File: src/arm_isa_pkg.sv
// Data-processing instruction word, field positions, opcode and shift type enums
package arm_isa_pkg;

  typedef logic [31:0] instr_t;

  // Data-processing opcodes, ARM encodings
  typedef enum logic [3:0] {
    OP_AND = 4'b0000,
    OP_SUB = 4'b0010,
    OP_ADD = 4'b0100,
    OP_ORR = 4'b1100,
    OP_MOV = 4'b1101
  } dp_opcode_e;

  typedef enum logic [1:0] {
    LSL = 2'b00,
    LSR = 2'b01,
    ASR = 2'b10,
    ROR = 2'b11
  } shift_type_e;

  // Instruction word fields
  localparam int I_BIT    = 25;
  localparam int OPC_HI   = 24;
  localparam int OPC_LO   = 21;
  localparam int S_BIT    = 20;
  localparam int RN_HI    = 19;
  localparam int RN_LO    = 16;
  localparam int RD_HI    = 15;
  localparam int RD_LO    = 12;
  localparam int OP2_HI   = 11;
  localparam int OP2_LO   = 0;

  // Operand-2 sub-fields
  localparam int ROT_HI   = 11;
  localparam int ROT_LO   = 8;
  localparam int IMM_HI   = 7;
  localparam int IMM_LO   = 0;
  localparam int SHAMT_HI = 11;
  localparam int SHAMT_LO = 7;
  localparam int SHTYP_HI = 6;
  localparam int SHTYP_LO = 5;
  localparam int RM_HI    = 3;
  localparam int RM_LO    = 0;

endpackage

File: src/arm_core_pkg.sv
// Datapath word, PC, register index and NZCV flag types for the core
package arm_core_pkg;

  typedef logic [31:0] word_t;     // Datapath word
  typedef logic [7:0]  pc_t;       // Byte address into instruction memory
  typedef logic [3:0]  reg_idx_t;  // Register number R0..R15
  typedef logic [3:0]  flags_t;    // N Z C V, N is the top bit

  localparam reg_idx_t PC_REG = 4'd15;  // R15 reads as the PC

  // Bit positions inside flags_t
  localparam int FLAG_N = 3;
  localparam int FLAG_Z = 2;
  localparam int FLAG_C = 1;
  localparam int FLAG_V = 0;

endpackage
File: src/pipe_ifs.sv
// Decode-to-execute bundle and the bypass/writeback bundle, with modports
`timescale 1ns/1ns

interface dx_if import arm_core_pkg::*, arm_isa_pkg::*; ();

  logic       valid;      // Slot holds a supported instruction
  dp_opcode_e alu_op;
  logic       set_flags;  // S bit
  reg_idx_t   rd;
  word_t      op_a;       // Rn after forwarding
  word_t      op_m;       // Rm after forwarding
  logic       imm_sel;    // I bit
  logic [11:0] op2_field;

  modport decode (
    output valid, alu_op, set_flags, rd, op_a, op_m, imm_sel, op2_field
  );

  modport execute (
    input valid, alu_op, set_flags, rd, op_a, op_m, imm_sel, op2_field
  );

endinterface

interface bypass_if import arm_core_pkg::*; ();

  logic     ex_valid;   // Combinational EX result
  reg_idx_t ex_rd;
  word_t    ex_result;
  logic     wb_valid;   // EX/WB register, also the write enable
  reg_idx_t wb_rd;
  word_t    wb_data;

  modport execute (output ex_valid, ex_rd, ex_result, wb_valid, wb_rd, wb_data);
  modport decode  (input ex_valid, ex_rd, ex_result, wb_valid, wb_rd, wb_data);
  modport regfile (input wb_valid, wb_rd, wb_data);

endinterface

File: src/arm_pipeline_top.sv
// Top level of the four-stage data-processing pipeline
`timescale 1ns/1ns

module arm_pipeline_top import arm_core_pkg::*, arm_isa_pkg::*; #(
  parameter int IMEM_BYTES = 256
) (
  input  logic     clk,
  input  logic     reset,
  input  logic     prog_we,
  input  pc_t      prog_addr,
  input  word_t    prog_data,
  output pc_t      pc,
  output logic     wb_valid,
  output reg_idx_t wb_rd,
  output word_t    wb_data,
  output flags_t   flags
);

  instr_t   instr;
  reg_idx_t rn;
  reg_idx_t rm;
  word_t    rn_value;
  word_t    rm_value;

  dx_if     dx ();
  bypass_if byp ();

  fetch_counter #(.IMEM_BYTES(IMEM_BYTES)) u_fetch (
    .clk(clk), .reset(reset), .pc(pc)
  );

  instr_memory #(.IMEM_BYTES(IMEM_BYTES)) u_imem (
    .clk(clk), .prog_we(prog_we), .prog_addr(prog_addr), .prog_data(prog_data),
    .addr(pc), .instr(instr)
  );

  register_file u_regs (
    .clk(clk), .rn(rn), .rm(rm), .pc(pc),
    .rn_value(rn_value), .rm_value(rm_value), .byp(byp.regfile)
  );

  decode_stage u_decode (
    .clk(clk), .reset(reset), .instr(instr), .pc(pc), .rn(rn), .rm(rm),
    .rn_value(rn_value), .rm_value(rm_value), .byp(byp.decode), .dx(dx.decode)
  );

  execute_stage u_execute (
    .clk(clk), .reset(reset), .dx(dx.execute), .byp(byp.execute), .flags(flags)
  );

  assign wb_valid = byp.wb_valid;
  assign wb_rd    = byp.wb_rd;
  assign wb_data  = byp.wb_data;

endmodule

File: src/execute_stage.sv
// Operand-2 shifter, ALU, NZCV flag register and the EX/WB register
`timescale 1ns/1ns

module execute_stage import arm_core_pkg::*, arm_isa_pkg::*; (
  input  logic  clk,
  input  logic  reset,
  dx_if.execute dx,
  bypass_if.execute byp,
  output flags_t flags
);

  logic [3:0]  rot;
  logic [7:0]  imm8;
  logic [4:0]  shamt;
  shift_type_e sh_type;
  word_t       shifted;
  word_t       op2;
  word_t       result;
  logic [32:0] sum;       // Carry out in bit 32
  logic        arith;     // ADD or SUB, C and V are live
  logic        overflow;
  flags_t      flags_next;

  assign rot     = dx.op2_field[ROT_HI:ROT_LO];
  assign imm8    = dx.op2_field[IMM_HI:IMM_LO];
  assign shamt   = dx.op2_field[SHAMT_HI:SHAMT_LO];
  assign sh_type = shift_type_e'(dx.op2_field[SHTYP_HI:SHTYP_LO]);

  function automatic word_t ror32(word_t value, logic [4:0] amount);
    logic [63:0] doubled;
    doubled = {value, value} >> amount;
    return doubled[31:0];
  endfunction

  // Register operand shift, amount 0 passes Rm through
  always_comb begin
    shifted = dx.op_m;
    if (shamt != 5'd0) begin
      case (sh_type)
        LSL:     shifted = dx.op_m << shamt;
        LSR:     shifted = dx.op_m >> shamt;
        ASR:     shifted = word_t'($signed(dx.op_m) >>> shamt);
        default: shifted = ror32(dx.op_m, shamt);
      endcase
    end
  end

  assign op2 = dx.imm_sel ? ror32({24'b0, imm8}, {rot, 1'b0}) : shifted;

  always_comb begin
    sum      = '0;
    arith    = 1'b0;
    overflow = 1'b0;
    result   = op2;  // MOV
    case (dx.alu_op)
      OP_AND: result = dx.op_a & op2;
      OP_ORR: result = dx.op_a | op2;
      OP_ADD: begin
        sum      = {1'b0, dx.op_a} + {1'b0, op2};
        arith    = 1'b1;
        result   = sum[31:0];
        overflow = (dx.op_a[31] == op2[31]) && (sum[31] != dx.op_a[31]);
      end
      OP_SUB: begin
        sum      = {1'b0, dx.op_a} + {1'b0, ~op2} + 33'd1;  // C set means no borrow
        arith    = 1'b1;
        result   = sum[31:0];
        overflow = (dx.op_a[31] != op2[31]) && (sum[31] != dx.op_a[31]);
      end
      default: result = op2;
    endcase
  end

  // Logic ops and MOV keep C and V
  always_comb begin
    flags_next         = flags;
    flags_next[FLAG_N] = result[31];
    flags_next[FLAG_Z] = (result == '0);
    if (arith) begin
      flags_next[FLAG_C] = sum[32];
      flags_next[FLAG_V] = overflow;
    end
  end

  always_ff @(posedge clk or posedge reset) begin
    if (reset) begin
      flags <= '0;
    end else if (dx.valid && dx.set_flags) begin
      flags <= flags_next;
    end
  end

  assign byp.ex_valid  = dx.valid;
  assign byp.ex_rd     = dx.rd;
  assign byp.ex_result = result;

  always_ff @(posedge clk or posedge reset) begin
    if (reset) begin
      byp.wb_valid <= 1'b0;
    end else begin
      byp.wb_valid <= dx.valid;  // One pulse per retired instruction
    end
  end

  always_ff @(posedge clk) begin
    byp.wb_rd   <= dx.rd;
    byp.wb_data <= result;
  end

endmodule

File: src/decode_stage.sv
// IF/ID register, field decode, operand forwarding and the ID/EX register
`timescale 1ns/1ns

module decode_stage import arm_core_pkg::*, arm_isa_pkg::*; (
  input  logic     clk,
  input  logic     reset,
  input  instr_t   instr,
  input  pc_t      pc,
  output reg_idx_t rn,
  output reg_idx_t rm,
  input  word_t    rn_value,
  input  word_t    rm_value,
  bypass_if.decode byp,
  dx_if.decode     dx
);

  instr_t     if_id;       // IF/ID register where zero is a bubble
  dp_opcode_e opcode;
  reg_idx_t   rd;
  logic       op_ok;
  logic       slot_valid;

  always_ff @(posedge clk or posedge reset) begin
    if (reset) begin
      if_id <= '0;
    end else begin
      if_id <= instr;
    end
  end

  assign opcode = dp_opcode_e'(if_id[OPC_HI:OPC_LO]);
  assign rn     = if_id[RN_HI:RN_LO];
  assign rm     = if_id[RM_HI:RM_LO];
  assign rd     = if_id[RD_HI:RD_LO];

  always_comb begin
    case (opcode)
      OP_AND, OP_SUB, OP_ADD, OP_ORR, OP_MOV: op_ok = 1'b1;
      default:                                op_ok = 1'b0;
    endcase
  end

  // Cond bits ignored and writes to R15 dropped
  assign slot_valid = (if_id != '0) && op_ok && (rd != PC_REG);

  // EX result first, then WB, then the register file value
  function automatic word_t select_operand(reg_idx_t src, word_t rf_value);
    if (src == PC_REG) begin
      return rf_value;  // R15 is never forwarded
    end
    if (byp.ex_valid && (byp.ex_rd == src)) begin
      return byp.ex_result;
    end
    if (byp.wb_valid && (byp.wb_rd == src)) begin
      return byp.wb_data;
    end
    return rf_value;
  endfunction

  always_ff @(posedge clk or posedge reset) begin
    if (reset) begin
      dx.valid <= 1'b0;
    end else begin
      dx.valid <= slot_valid;
    end
  end

  // Payload is only looked at while valid
  always_ff @(posedge clk) begin
    dx.alu_op    <= opcode;
    dx.set_flags <= if_id[S_BIT];
    dx.rd        <= rd;
    dx.op_a      <= select_operand(rn, rn_value);
    dx.op_m      <= select_operand(rm, rm_value);
    dx.imm_sel   <= if_id[I_BIT];
    dx.op2_field <= if_id[OP2_HI:OP2_LO];
  end

endmodule

File: src/register_file.sv
// Fifteen general registers with a write decoder, two read ports and R15 as PC
`timescale 1ns/1ns

module register_file import arm_core_pkg::*; (
  input  logic     clk,
  input  reg_idx_t rn,
  input  reg_idx_t rm,
  input  pc_t      pc,
  output word_t    rn_value,
  output word_t    rm_value,
  bypass_if.regfile byp
);

  localparam int NUM_GPR = int'(PC_REG);  // R0..R14

  word_t              regs [NUM_GPR];
  logic [NUM_GPR-1:0] write_en;

  // One-hot write enable from the retiring Rd
  always_comb begin
    write_en = '0;
    if (byp.wb_valid && (byp.wb_rd != PC_REG)) begin
      write_en[byp.wb_rd] = 1'b1;
    end
  end

  always_ff @(posedge clk) begin
    for (int i = 0; i < NUM_GPR; i++) begin
      if (write_en[i]) begin
        regs[i] <= byp.wb_data;
      end
    end
  end

  function automatic word_t read_port(reg_idx_t idx);
    if (idx == PC_REG) begin
      return word_t'(pc);  // Zero-extended
    end
    return regs[idx];
  endfunction

  assign rn_value = read_port(rn);
  assign rm_value = read_port(rm);

endmodule

File: src/fetch_counter.sv
// Program counter register with a +4 increment that wraps at the memory size
`timescale 1ns/1ns

module fetch_counter import arm_core_pkg::*; #(
  parameter int IMEM_BYTES = 256
) (
  input  logic clk,
  input  logic reset,
  output pc_t  pc
);

  logic [8:0] pc_sum;  // One spare bit so 252 + 4 is seen

  assign pc_sum = {1'b0, pc} + 9'd4;

  always_ff @(posedge clk or posedge reset) begin
    if (reset) begin
      pc <= '0;
    end else if (int'(pc_sum) >= IMEM_BYTES) begin
      pc <= '0;  // Wrap to the first word
    end else begin
      pc <= pc_sum[7:0];
    end
  end

endmodule

File: src/instr_memory.sv
// Byte-wide instruction memory with a word program port and big-endian word read
`timescale 1ns/1ns

module instr_memory import arm_core_pkg::*, arm_isa_pkg::*; #(
  parameter int IMEM_BYTES = 256
) (
  input  logic   clk,
  input  logic   prog_we,
  input  pc_t    prog_addr,
  input  word_t  prog_data,
  input  pc_t    addr,
  output instr_t instr
);

  logic [7:0] mem [IMEM_BYTES] = '{default: 8'h00};  // Empty words decode as bubbles

  pc_t wr_base;
  pc_t rd_base;

  assign wr_base = {prog_addr[7:2], 2'b00};  // Word aligned
  assign rd_base = {addr[7:2], 2'b00};

  always_ff @(posedge clk) begin
    if (prog_we && (int'(wr_base) < IMEM_BYTES)) begin
      mem[wr_base]        <= prog_data[31:24];  // MSB at lowest address
      mem[wr_base + 8'd1] <= prog_data[23:16];
      mem[wr_base + 8'd2] <= prog_data[15:8];
      mem[wr_base + 8'd3] <= prog_data[7:0];
    end
  end

  assign instr = {mem[rd_base], mem[rd_base + 8'd1], mem[rd_base + 8'd2], mem[rd_base + 8'd3]};

endmodule

File: config.mk
export PLATFORM = sky130hd
export DESIGN_NAME = arm_pipeline_top
export DESIGN_NICKNAME = d
export VERILOG_FILES = /design/src/arm_isa_pkg.sv /design/src/arm_core_pkg.sv /design/src/pipe_ifs.sv /design/src/arm_pipeline_top.sv /design/src/execute_stage.sv /design/src/decode_stage.sv /design/src/register_file.sv /design/src/fetch_counter.sv /design/src/instr_memory.sv
export SDC_FILE = /design/constraint.sdc
export NUM_CORES = 2
export LEC_CHECK = 0
export ABC_CLOCK_PERIOD_IN_PS = 6000
export BUFFER_PORTS_ARGS = -buffer_cell sky130_fd_sc_hd__buf_2
export CORE_MARGIN = 3
export CORE_UTILIZATION = 55
export CTS_CLUSTER_SIZE = 10
export DETAILED_ROUTE_END_ITERATION = 12
export GPL_ROUTABILITY_DRIVEN = 0
export HOLD_SLACK_MARGIN = 0.15
export PLACE_DENSITY_LB_ADDON = 0.05
export SLEW_MARGIN = 30
export SYNTH_ARGS = -nofsm -noshare
export SYNTH_HDL_FRONTEND = slang
export SYNTH_HIERARCHICAL = 1
export SYNTH_SLANG_ARGS = --single-unit
File: constraint.sdc
create_clock -name clk -period 6 [get_ports clk]
set_clock_uncertainty 0.15 [all_clocks]
set_input_delay 0 -clock clk [delete_from_list [all_inputs] [get_ports clk]]
set_output_delay 0 -clock clk [all_outputs]
set_load 0.01 [all_outputs]
==> summary.log <==
qor: timing.worst_hold_slack 152 ps
qor: finish.num-fill-cells 15.1k
qor: logic_synthesis.post_synth_inst_count 6873
qor: floorplan.core_region_area 215000 µm²
qor: detailed_routing.post-route-drc-count 0
qor: detailed_routing.dr.pass1.iters 13
qor: logic_synthesis.syn_area_per_cell 17.4 µm²
qor: logic_synthesis.sequential_cell_area_fraction_in_the_yosys_report 66.5%
qor: critical_path.category_of_the_critical_setup_timing_path reg -> reg
qor: clock_network.cts.sinks 2694
qor: detailed_routing.post_drt_via_cell_ratio 6.89
qor: logic_synthesis.synth_cell_types 117
qor: timing.min_period 6030 ps
qor: logic_synthesis.synth_top_cells_by_count edfxtp_1 (2528), mux4_2 (743), mux2i_1 (311)
qor: floorplan.initial_utilization 55.5%
qor: global_route.grt_remaining_overflow 0
qor: finish.instances_no_fill 10.5k
qor: finish.multiInputGateArea 37700 µm²
qor: finish.area_growth 14.8%
qor: floorplan.dieWidth 472 µm
qor: finish.design.final.nets 7687
qor: power_and_ir_drop.ir_drop 0.304 mV
qor: floorplan.num_rows 170
qor: status.failed_checks negative setup slack
qor: power_and_ir_drop.leakage 0.0461 µW
qor: placed_design.numPortBuffers 87
qor: timing.fin_ws -34.0 ps
qor: timing.worstMarginPinSlew 1060 ps
qor: logic_synthesis.yosysTopAreaCellShare 63.5%
qor: global_route.pin_count_of_the_biggest_net_entering_global_routing 119
qor: clock_network.clkLatencyLatePin 950 ps
qor: clock_network.cts.reportedPaths.clkPinSlew 60 ps
qor: logic_synthesis.synth.cell_area 120000 µm²
qor: timing.setup_viol 2
qor: logic_synthesis.synth_top_flop_cell edfxtp_1
qor: logic_synthesis.synthesis.yosys.warnings 6
qor: timing.drv_slew 0
qor: logic_synthesis.yosysTopAreaCell edfxtp_1
qor: logic_synthesis.synth_enable_flop_cells 2528
qor: timing.post-route-period-util 101%
qor: clock_network.clock_root_buffer_master clkbuf_16
qor: clock_network.cts_inserted_buffers 324
qor: critical_path.timing.critical_path.arrival 6600 ps
qor: global_route.antenna_violations_before_repair 18
qor: finish.drive_gt1_share 29.1%
qor: detailed_routing.routed-via-count 72.3k
qor: timing.setup_repair_after_global_routing_missed_its_margin true
qor: critical_path.startpoint_class_of_the_critical_path flop
qor: detailed_routing.drt_iter0_drc 9369
qor: placed_design.numPlacedInstances 9964
qor: run.max_cap_viol_count 0
qor: detailed_routing.postRouteWirelength 368000 µm
qor: timing.slew_headroom 28.8%
qor: critical_path.critical_path_required 6570 ps
qor: placed_design.detailed_place_hpwl 228000 µm
qor: timing.maxClockFrequency 166 MHz
qor: clock_network.clockBufferDepth 4
qor: clock_network.h-tree-depth 5
qor: detailed_routing.ant_nets 0
qor: global_route.grt_pass1_vias 72.8k
qor: floorplan.die_height 472 µm
qor: timing.timing.final.hold_violations 0
qor: placed_design.place_worst_setup_slack -194 ps
qor: floorplan.full_die_area 223000 µm²
qor: critical_path.worst-path-max-fanout 8
qor: clock_network.cts_tree built
qor: global_route.first_pass_grt_wire_length 525000 µm
qor: logic_synthesis.post_synth_main_area_contributors edfxtp_1 (64%), mux4_2 (14%), mux2i_1 (2.6%)
qor: status.run_status finished, violations left
qor: power_and_ir_drop.cellPowerDensity 282 nW/µm²
qor: floorplan.io_pins 92
qor: logic_synthesis.ys_seq_elements 2694
qor: timing.final.setup.tns -50.3 ps
qor: global_route.global_route.usage.total 32.9%
qor: detailed_routing.routed_wire_length_per_instance 35.0 µm
qor: critical_path.crit_path_end_kind flop
qor: min_path.min-delay-path-class in -> reg
qor: logic_synthesis.share_of_flip_flops_with_an_asynchronous_set_or_reset_after_synthesis 1.63%
qor: logic_synthesis.post-synth-top-count-cell edfxtp_1
qor: finish.area.sequential 79500 µm²
==> cells by family after synthesis <==
family | after synthesis | synth area share, %
flops | 2694 | 66.5
simple gates | 1009 | 4.09
fa+ha+maj | 101 | 1.07
other cells | 1 | 0.00314
buf+inv | 647 | 2.98
mux | 1133 | 17.7
xor+xnor | 24 | 0.176
compound gates | 1264 | 7.55
==> critical path, stage by stage, from the launching register on <==
cell and delay [ps]:
dfxtp_4 410, buf_12 170, buf_6 150, mux2i_4 210, o22ai_2 300, a41oi_2 70
and3_1 200, a211oi_1 230, a21o_1 140, a21oi_2 90, nand2b_1 180, a21oi_2 230
inv_1 90, ha_1 390, nor2_2 130, o211ai_1 280, a211oi_2 350, buf_4 180
buf_6 110, a211oi_2 70, o31a_1 330, a211o_1 270, a211o_1 340, buf_6 150
buf_4 130, and2_1 130, a221o_1 390
==> worst paths after layout <==
check / from / to / slack [ps] / depth (start not counted)
max: u_decode/dx.op2_field[8] / u_decode/dx.op_m[19] / -30 / 26
min reg2reg: u_decode/if_id[14] / u_decode/dx.rd[2] / 220 / 0
min in group asynchronous: reset / u_execute/byp.wb_valid / 270 / 4
min: prog_data[13] / u_imem/mem[154][5] / 150 / 3
max in group asynchronous: reset / u_decode/if_id[3] / 4520 / 4
max reg2reg: u_decode/dx.op2_field[8] / u_decode/dx.op_m[19] / -30 / 26
==> registers in the layout (all words and copies together) (netlist names) <==
name and cells:
u_imem/mem 2048, u_regs/regs 480, u_decode/dx.op_a 32, u_decode/dx.op_m 32, u_decode/if_id 32, u_execute/byp.wb_data 32, u_decode/dx.op2_field 12, u_fetch/pc 6
u_decode/dx.alu_op 4, u_decode/dx.rd 4, u_execute/byp.wb_rd 4, u_execute/flags 4, u_decode/dx.imm_sel 1, u_decode/dx.set_flags 1, u_decode/dx.valid 1, u_execute/byp.wb_valid 1
==> per-layer routing <==
metal / wire length, µm / up-vias / GRT usage, %
met2: 177000 / 4143 / 52.9
met4: 24900 / 2 / 18.3
met3: 30600 / 1038 / 5.92
li1: - / 29600 / -
met1: 135000 / 37500 / 42.7
met5: 42 / - / 0.151
==> area by class of cell <==
class	count	share of cell area, %
flip-flops and latches	2694	58.0
repair buffers	856	5.15
multi-input cells	3533	27.5
clock buffers	423	6.28
well taps	2838	2.59
clock inverters	13	0.140
inverters	134	0.369
diodes	9	0.0164
==> power breakdown <==
part	switching, µW	leakage (µW)	internal (µW)	total (µW)
Sequential	82.6	0.0243	20600	20700
Clock	7040	0.00427	9940	17000
Combinational	649	0.0175	315	964
==> cells in the final DEF (no fill, tap or decap), drive strengths merged, types with 42 or more instances in the layout <==
cell type,Yosys,final
ha,99,99
o21ai,212,212
dfrtp,44,44
dlygate4sd3,0,66
mux4,767,767
a21o,51,51
edfxtp,2528,2528
a211oi,67,67
nor2b,51,51
inv,133,138
o221ai,51,51
a22o,92,92
clkbuf,194,426
nand3,74,74
o22ai,150,150
a221o,42,42
nor2,287,287
a22oi,47,47
nand2,264,264
buf,318,787
nor3,88,88
and2,54,54
mux2,55,55
a21oi,187,187
mux2i,311,311
a221oi,84,84
dfxtp,122,122
==> metrics by stage <==
stage          util (%)  power, µW  cell area (µm²)
6_report           63.7      38700           137000
5_1_grt            63.7      39700           137000
2_1_floorplan         -      21400           120000
3_5_place_dp       58.9      22000           127000
3_3_place_gp       58.8      22000           127000
4_1_cts            63.4      38900           136000
==> timing repair <==
action / in CTS / in global routing
hold endpoints to repair: 3742 / 0
endpoints found under the setup margin: 11 / 34
setup buffers: 1 / 16
pin swaps: 1 / 23
gates cloned: 0 / 2
hold buffers: 71 / 0
gates resized for setup: 15 / 118
No activity file was read; power rests on OpenSTA's default activity.
